`src/source/spiMemoryPkg.sv`:
```
// shared constants and controller state type for the SPI memory, imported by its RTL modules
package spiMemoryPkg;

    // sclk cycles in one address or data phase
    localparam int bitsPerByte = 8;

    // bit counter width, wide enough to hold bitsPerByte
    localparam int countWidth = 4;

    // controller states, one-hot so each strobe decodes from a single bit
    typedef enum logic [6:0] {
        // shifting in address and read/write bit
        getAddress   = 7'b0000001,
        // address byte complete, strobe the address latch
        latchAddress = 7'b0000010,
        // copy the addressed byte into the shift register
        readLoad     = 7'b0000100,
        // master clocks the read byte out on miso
        readShift    = 7'b0001000,
        // master clocks the write byte in on mosi
        writeShift   = 7'b0010000,
        // write byte complete, strobe the memory write
        writeCommit  = 7'b0100000,
        // wait here for chip select release
        done         = 7'b1000000
    } controlState;

endpackage

```
`src/source/dataMemory.sv`:
```
// byte-wide data memory with address latch, written and read by the SPI controller
`timescale 1ns/10ps

module dataMemory import spiMemoryPkg::*; #(
    parameter int addrWidth = 7
) (
    input  logic                   clk,
    input  logic                   addrWe,
    input  logic [addrWidth-1:0]   addressIn,
    input  logic                   memWe,
    input  logic [bitsPerByte-1:0] writeData,
    output logic [bitsPerByte-1:0] readData
);

    localparam int depth = 1 << addrWidth;

    logic [addrWidth-1:0]   latchedAddress;
    logic [bitsPerByte-1:0] memArray [depth];

    // address latch
    // captured once per transaction after the address phase
    always_ff @(posedge clk) begin
        if (addrWe) begin
            latchedAddress <= addressIn;
        end
    end

    // write port at the latched address
    always_ff @(posedge clk) begin
        if (memWe) begin
            memArray[latchedAddress] <= writeData;
        end
    end

    // asynchronous read, ready for the parallel load one cycle after the latch
    assign readData = memArray[latchedAddress];

endmodule

```
`src/source/inputConditioner.sv`:
```
// synchronizes and debounces one asynchronous SPI pin, giving a clean level and edge pulses
`timescale 1ns/10ps

module inputConditioner #(
    parameter int waitCycles = 3
) (
    input  logic clk,
    input  logic reset,
    input  logic noisy,
    input  logic resetLevel,
    output logic conditioned,
    output logic positiveEdge,
    output logic negativeEdge
);

    // counter must reach waitCycles
    localparam int counterWidth = $clog2(waitCycles + 1);

    logic                    syncStage0;
    logic                    syncStage1;
    logic [counterWidth-1:0] stableCount;

    // two-flop synchronizer
    // idles at the pin's rest level so reset release makes no false edge
    always_ff @(posedge clk) begin
        if (reset) begin
            syncStage0 <= resetLevel;
            syncStage1 <= resetLevel;
        end else begin
            syncStage0 <= noisy;
            syncStage1 <= syncStage0;
        end
    end

    // debounce filter
    // a new value must hold for waitCycles + 1 samples before it is accepted
    always_ff @(posedge clk) begin
        if (reset) begin
            conditioned  <= resetLevel;
            stableCount  <= '0;
            positiveEdge <= 1'b0;
            negativeEdge <= 1'b0;
        end else begin
            // edge pulses last one cycle by default
            positiveEdge <= 1'b0;
            negativeEdge <= 1'b0;
            if (syncStage1 == conditioned) begin
                // input back at the accepted value, glitch is dropped
                stableCount <= '0;
            end else if (stableCount == counterWidth'(waitCycles)) begin
                // stable long enough, accept it
                conditioned  <= syncStage1;
                positiveEdge <= syncStage1;
                negativeEdge <= ~syncStage1;
                stableCount  <= '0;
            end else begin
                stableCount <= stableCount + 1'b1;
            end
        end
    end

endmodule

```
`src/source/shiftRegister.sv`:
```
// SPI shift register: serial in from mosi, parallel load for reads, registered miso bit
`timescale 1ns/10ps

module shiftRegister import spiMemoryPkg::*; (
    input  logic                   clk,
    input  logic                   reset,
    input  logic                   sclkPos,
    input  logic                   sclkNeg,
    input  logic                   serialIn,
    input  logic                   parallelLoad,
    input  logic [bitsPerByte-1:0] parallelIn,
    output logic [bitsPerByte-1:0] parallelOut,
    output logic                   miso
);

    // shift data
    // mosi is sampled on the sclk rising edge, MSB arrives first
    // parallel load wins over a shift in the same cycle
    always_ff @(posedge clk) begin
        if (parallelLoad) begin
            parallelOut <= parallelIn;
        end else if (sclkPos) begin
            parallelOut <= {parallelOut[bitsPerByte-2:0], serialIn};
        end
    end

    // miso output flop
    // mode 0 slave changes miso after the falling edge
    // a load presents its MSB at once, so the first bit is ready early
    always_ff @(posedge clk) begin
        if (reset) begin
            miso <= 1'b0;
        end else if (parallelLoad) begin
            miso <= parallelIn[bitsPerByte-1];
        end else if (sclkNeg) begin
            // register already shifted past the bit the master just took
            miso <= parallelOut[bitsPerByte-1];
        end
    end

endmodule

```
`src/source/spiControlFsm.sv`:
```
// SPI transaction controller: counts sclk bits and strobes address latch, load and memory write
`timescale 1ns/10ps

module spiControlFsm import spiMemoryPkg::*; #(
    parameter int addrWidth = 7
) (
    input  logic clk,
    input  logic reset,
    input  logic sclkPos,
    input  logic csLevel,
    input  logic readWrite,
    output logic addrWe,
    output logic parallelLoad,
    output logic memWe,
    output logic misoEnable
);

    // address phase carries the address plus the read/write bit
    localparam int addrBits = addrWidth + 1;
    localparam logic [countWidth-1:0] lastAddrBit = countWidth'(addrBits - 1);
    localparam logic [countWidth-1:0] lastDataBit = countWidth'(bitsPerByte - 1);

    controlState             state;
    logic [countWidth-1:0]   bitCount;
    logic [countWidth-1:0]   lastBit;
    logic                    counting;
    logic                    phaseEnd;

    // only the three shifting states count sclk rising edges
    assign counting = (state == getAddress) || (state == readShift) ||
                      (state == writeShift);

    // address phase may differ in length from a data phase
    assign lastBit = (state == getAddress) ? lastAddrBit : lastDataBit;

    // final bit of the current phase is being sampled this cycle
    assign phaseEnd = counting && sclkPos && (bitCount == lastBit);

    // bit counter
    // runs on the system clock with the FSM
    // chip select high holds it at zero
    always_ff @(posedge clk) begin
        if (reset || csLevel) begin
            bitCount <= '0;
        end else if (counting && sclkPos) begin
            if (phaseEnd) begin
                bitCount <= '0;
            end else begin
                bitCount <= bitCount + 1'b1;
            end
        end
    end

    // state register
    // chip select release abandons the transaction from any state
    always_ff @(posedge clk) begin
        if (reset || csLevel) begin
            state      <= getAddress;
            misoEnable <= 1'b0;
        end else begin
            case (state)
                getAddress: begin
                    // full byte shifted in, address and rw bit now in place
                    if (phaseEnd) begin
                        state <= latchAddress;
                    end
                end
                latchAddress: begin
                    // rw bit sits in the shift register LSB
                    if (readWrite) begin
                        state      <= readLoad;
                        // drive miso from here until chip select rises
                        misoEnable <= 1'b1;
                    end else begin
                        state <= writeShift;
                    end
                end
                readLoad: begin
                    state <= readShift;
                end
                readShift: begin
                    // master has sampled all eight read bits
                    if (phaseEnd) begin
                        state <= done;
                    end
                end
                writeShift: begin
                    // eighth data bit shifted, commit next cycle
                    if (phaseEnd) begin
                        state <= writeCommit;
                    end
                end
                writeCommit: begin
                    state <= done;
                end
                done: begin
                    // hold until chip select release
                    state <= done;
                end
                default: begin
                    state <= getAddress;
                end
            endcase
        end
    end

    // single-cycle strobes decode straight from the one-hot state
    assign addrWe       = (state == latchAddress);
    assign parallelLoad = (state == readLoad);
    assign memWe        = (state == writeCommit);

endmodule

```
`src/source/spiMemory.sv`:
```
// top level of the SPI slave byte memory: pin conditioning, shift register, controller, memory
`timescale 1ns/10ps

module spiMemory import spiMemoryPkg::*; #(
    parameter int addrWidth  = 7,
    parameter int waitCycles = 3
) (
    input  logic clk,
    input  logic reset,
    input  logic sclk,
    input  logic csN,
    input  logic mosi,
    output logic miso,
    output logic misoEnable
);

    // conditioned pins
    logic sclkPos;
    logic sclkNeg;
    logic csLevel;
    logic mosiLevel;

    // datapath and control
    logic [bitsPerByte-1:0] parallelOut;
    logic [bitsPerByte-1:0] memReadData;
    logic                   addrWe;
    logic                   parallelLoad;
    logic                   memWe;

    // sclk only matters as edge pulses, idles low in mode 0
    inputConditioner #(
        .waitCycles(waitCycles)
    ) sclkConditioner (
        .clk         (clk),
        .reset       (reset),
        .noisy       (sclk),
        .resetLevel  (1'b0),
        .conditioned (),
        .positiveEdge(sclkPos),
        .negativeEdge(sclkNeg)
    );

    // chip select idles high, so no transaction starts out of reset
    inputConditioner #(
        .waitCycles(waitCycles)
    ) csConditioner (
        .clk         (clk),
        .reset       (reset),
        .noisy       (csN),
        .resetLevel  (1'b1),
        .conditioned (csLevel),
        .positiveEdge(),
        .negativeEdge()
    );

    inputConditioner #(
        .waitCycles(waitCycles)
    ) mosiConditioner (
        .clk         (clk),
        .reset       (reset),
        .noisy       (mosi),
        .resetLevel  (1'b0),
        .conditioned (mosiLevel),
        .positiveEdge(),
        .negativeEdge()
    );

    shiftRegister shifter (
        .clk         (clk),
        .reset       (reset),
        .sclkPos     (sclkPos),
        .sclkNeg     (sclkNeg),
        .serialIn    (mosiLevel),
        .parallelLoad(parallelLoad),
        .parallelIn  (memReadData),
        .parallelOut (parallelOut),
        .miso        (miso)
    );

    // rw bit is the last one shifted in, so it lands in the LSB
    spiControlFsm #(
        .addrWidth(addrWidth)
    ) controller (
        .clk         (clk),
        .reset       (reset),
        .sclkPos     (sclkPos),
        .csLevel     (csLevel),
        .readWrite   (parallelOut[0]),
        .addrWe      (addrWe),
        .parallelLoad(parallelLoad),
        .memWe       (memWe),
        .misoEnable  (misoEnable)
    );

    // address sits above the rw bit in the shift register
    dataMemory #(
        .addrWidth(addrWidth)
    ) memory (
        .clk      (clk),
        .addrWe   (addrWe),
        .addressIn(parallelOut[bitsPerByte-1 -: addrWidth]),
        .memWe    (memWe),
        .writeData(parallelOut),
        .readData (memReadData)
    );

endmodule

```
`config.mk`:
```
export PLATFORM = sky130hd
export DESIGN_NAME = spiMemory
export DESIGN_NICKNAME = d
export VERILOG_FILES = /design/src/source/spiMemoryPkg.sv /design/src/source/dataMemory.sv /design/src/source/inputConditioner.sv /design/src/source/shiftRegister.sv /design/src/source/spiControlFsm.sv /design/src/source/spiMemory.sv
export SDC_FILE = /design/constraint.sdc
export NUM_CORES = 1
export LEC_CHECK = 0
export BUFFER_PORTS_ARGS = -buffer_cell sky130_fd_sc_hd__buf_2
export CELL_PAD_IN_SITES_DETAIL_PLACEMENT = 0
export CELL_PAD_IN_SITES_GLOBAL_PLACEMENT = 1
export CORE_MARGIN = 4
export CORE_UTILIZATION = 60
export DETAILED_ROUTE_END_ITERATION = 10
export GPL_TIMING_DRIVEN = 0
export PLACE_DENSITY_LB_ADDON = 0.15
export REMOVE_ABC_BUFFERS = 1
export SLEW_MARGIN = 20
export SYNTH_ARGS = -nofsm -noshare
export SYNTH_HDL_FRONTEND = slang
export SYNTH_SLANG_ARGS = --single-unit
```
`constraint.sdc`:
```
create_clock -name clk -period 4.7 [get_ports clk]
set_input_delay 0.235 -clock clk [delete_from_list [all_inputs] [get_ports clk]]
set_output_delay 0.235 -clock clk [all_outputs]
set_load 0.05 [all_outputs]
```
==> metrics.yaml <==
vias: 19909
grt_first_pass_wirelength_um: 132500
setup_viol: 0
crit_top_cell: "buf_12"
drv_cap: 0
core-area_mm2: 0.06859
synthAdderAreaFrac: 0.001204
async_flop_share: 0
synth_top_family_by_area: "multiplexers"
synth-xor-area-share: 0.001054
cp_cell_sequence: "buf_12 > buf_12 > buf_12 > buf_16 > mux4_2 > and3_1 > a31oi_1 > nand4_1 > o311ai_1 > nand3_1"
cp-end-kind: "flip-flop"
synth_top_area_frac: 0.7506
syn_inst: 2003
die_height_um: 271.2
gr-total-overflow: 0
n_antenna_cell: 0
post-synth-top-area-cell: "edfxtp_1"
status: "finished, final reports clean"
max_clock_freq_mhz: 243.1
ys.flop_type: "edfxtp_1"
cts_tree: "built"
grt_pass1_vias: 20242
grt_usage: 0.2462
dr.first_iter.drc_count: 2272
hold_viol: 0
skew_ns: 0.02303
dp_hpwl_um: 55700
clockBufferDepth: 3
cts_resized: 0
drive_above_1_share: 0.2318
drt-met1-wl_um: 36410
grt_max_degree: 46
synth_compound_area_frac: 0.02998
area_growth_pct: 13.20
clockRootBuffer: "clkbuf_16"
clk_pin_slew_worst_paths_ns: 0.06
dieWidth_um: 271.2
worstSetupPathType: "reg -> reg"
rows: 96
first_pass_iters: 5
crit_arrival_ns: 4.48
htree_levels: 3
instances_no_fill: 3105
wl_per_cell_um: 28.56
seq_area_frac_synth: 0.7684
cts.sinks: 1076
ir_worst_vdd_mv: 0.3021
p_leak_nw: 14.78
syn_area_mm2: 0.04157
nets: 2096
wl_met3_um: 7172
ys_ff_latch: 1076
startpoint_type: "flip-flop"
slowest_stage: "o311ai_1"
place_inst: 2904
fin_util: 0.6861
dp_slack_ns: 0.5548
fin_crit_ns: 4.113
power.density_mw_per_mm2: 396.5
slew_headroom: 0.2049
min_path_type: "in -> reg"
initial_utilization: 0.6061
pin_count: 7
fp.dieArea_mm2: 0.07355
routabilityCongestion: 0.7979
dr_wl_met2_um: 42730
path_max_fanout: 33
io_buffers: 6
wirelength_um: 88690
tightest_slew_ns: 1.190
synth.avg_cell_area_um2: 20.75
drtAntennaViolNets: 0
yosys-mux-area-fraction: 0.1476
slowest_delay_ns: 0.69
dr.max_layer_used: "met4"
yosys_warnings: 0
finalWorstSetupSlack_ns: 0.5867
clk_latency_ns: 0.65
ys_top_cells_by_area: "edfxtp_1, mux4_2, dfxtp_1, nor2_1, mux2i_1"
grt_antenna_before_repair: 0
synth.distinct_cells: 65
required_ns: 5.07
vias_per_cell: 6.412
slew_violations: 0
synth_edf_count: 1039
drc_errors: 0
min_period_over_period: 0.8752
cts-buffers-inserted: 105
synth_simple_gate_area_frac: 0.03633
rsz0062_at_grt: "false"
min-delay-start: "csN"
[layer usage]
layer	GRT usage	up-vias
met5	0	-
li1	-	8491
met4	0.07376	0
met1	0.3663	10515
met2	0.3776	759
met3	0.05392	144
[critical path: cells and delay by family, from the launching register on]
family                 cells  cell delay, ns
AOI/OAI and AO/OA          2            1.07
buffers and inverters      4            1.02
DFF                        1            0.57
muxes                      1            0.53
and+or+nand+nor            3            0.58
[state kept, by name (all words and copies together) (netlist names), named ones only]
signal and count:
csConditioner.stableCount 2, sclkConditioner.stableCount 2, sclkConditioner.syncStage0 1, csConditioner.syncStage0 1, memory.latchedAddress 7, sclkConditioner.positiveEdge 1, csConditioner.syncStage1 1, sclkConditioner.negativeEdge 1
controller.bitCount 4, shifter.miso 1, mosiConditioner.syncStage0 1, csConditioner.conditioned 1, sclkConditioner.syncStage1 1, mosiConditioner.stableCount 2, mosiConditioner.syncStage1 1, controller.state 7
mosiConditioner.conditioned 1, controller.misoEnable 1, memory.memArray 1024, shifter.parallelOut 8, sclkConditioner.conditioned 1
[per-stage QoR]
| step | total power, mW | instance area [um2] | hold WS, ns | TNS, ns |
|---|---|---|---|---|
| 2_1_floorplan | 10.56 | 40970 | 0.3066 | -62.17 |
| 3_3_place_gp | 10.56 | 42160 | 0.4007 | -111.70 |
| 3_5_place_dp | 10.56 | 43540 | 0.3949 | 0 |
| 4_1_cts | 18.78 | 47020 | 0.2716 | 0 |
| 5_1_grt | 19.22 | 47050 | 0.3045 | 0 |
| 6_report | 18.66 | 47050 | 0.3099 | 0 |
[what timing repair did]
action,CTS,global route
hold buffers,6,0
hold endpoints to repair,9,0
buffers inserted,0,0
[final cells by class]
cell class                 instances  area (um2)
sequential                      1076       31950
inverter                          11       41.29
multi-input combinational        812        9042
timing repair buffer              81        1438
clock inverter                    59       539.3
fill                            4188       21530
tap                              931        1165
clock buffer                     135        2877
[cell usage after synthesis, types with 9 or more instances]
| master | count |
|---|---|
| a22oi_1 | 59 |
| clkbuf_1 | 43 |
| nand3_1 | 22 |
| nor3_1 | 10 |
| a21oi_1 | 31 |
| mux2i_1 | 45 |
| nor2b_1 | 20 |
| nand2_1 | 71 |
| o21ai_0 | 12 |
| edfxtp_1 | 1039 |
| mux4_2 | 252 |
| buf_2 | 27 |
| buf_1 | 9 |
| a221oi_1 | 21 |
| buf_6 | 14 |
| inv_1 | 10 |
| a22o_1 | 15 |
| dfxtp_1 | 37 |
| nor2_1 | 156 |
[power by group]
group / switching [mW] / internal (mW)
registers: 0.00154 / 10.3
clock network: 3.44 / 4.85
logic: 0.00432 / 0.00720
[logic make-up (layout without fill, tap and decap cells)]
logic type	after synthesis	after routing
simple gates	331	331
compound gates	174	174
flops	1076	1076
xor+xnor	5	5
fa+ha+maj	4	4
buf+inv	115	286
mux	298	298
[final timing paths]
check | endpoint | cells after the start | slack (ns)
min reg2reg | csConditioner.syncStage1$_SDFF_PP1_ | 1 | 0.41
min | csConditioner.syncStage0$_SDFF_PP1_ | 3 | 0.31
max | shifter.parallelOut[7]$_DFFE_PP_ | 10 | 0.59
max reg2reg | shifter.parallelOut[7]$_DFFE_PP_ | 10 | 0.59
[placed cells by master, fill, tap and decap left out, types with 12 or more instances in the layout]
cell type  synthesis  routed
clkbuf_1          43      22
clkinv_1           1      22
dfxtp_1           37      32
nor2b_1           20      17
o21ai_0           12      12
clkbuf_16          0     110
edfxtp_1        1039    1039
a221oi_1          21      21
nor2_1           156     153
nand3_1           22      20
mux4_2           252     252
nand2_1           71      65
clkinv_2           0      24
buf_16             0      22
buf_8              2      38
mux2i_1           45      45
a21oi_1           31      31
a22o_1            15      15
a22oi_1           59      59
(Power assumes the default switching activity.)
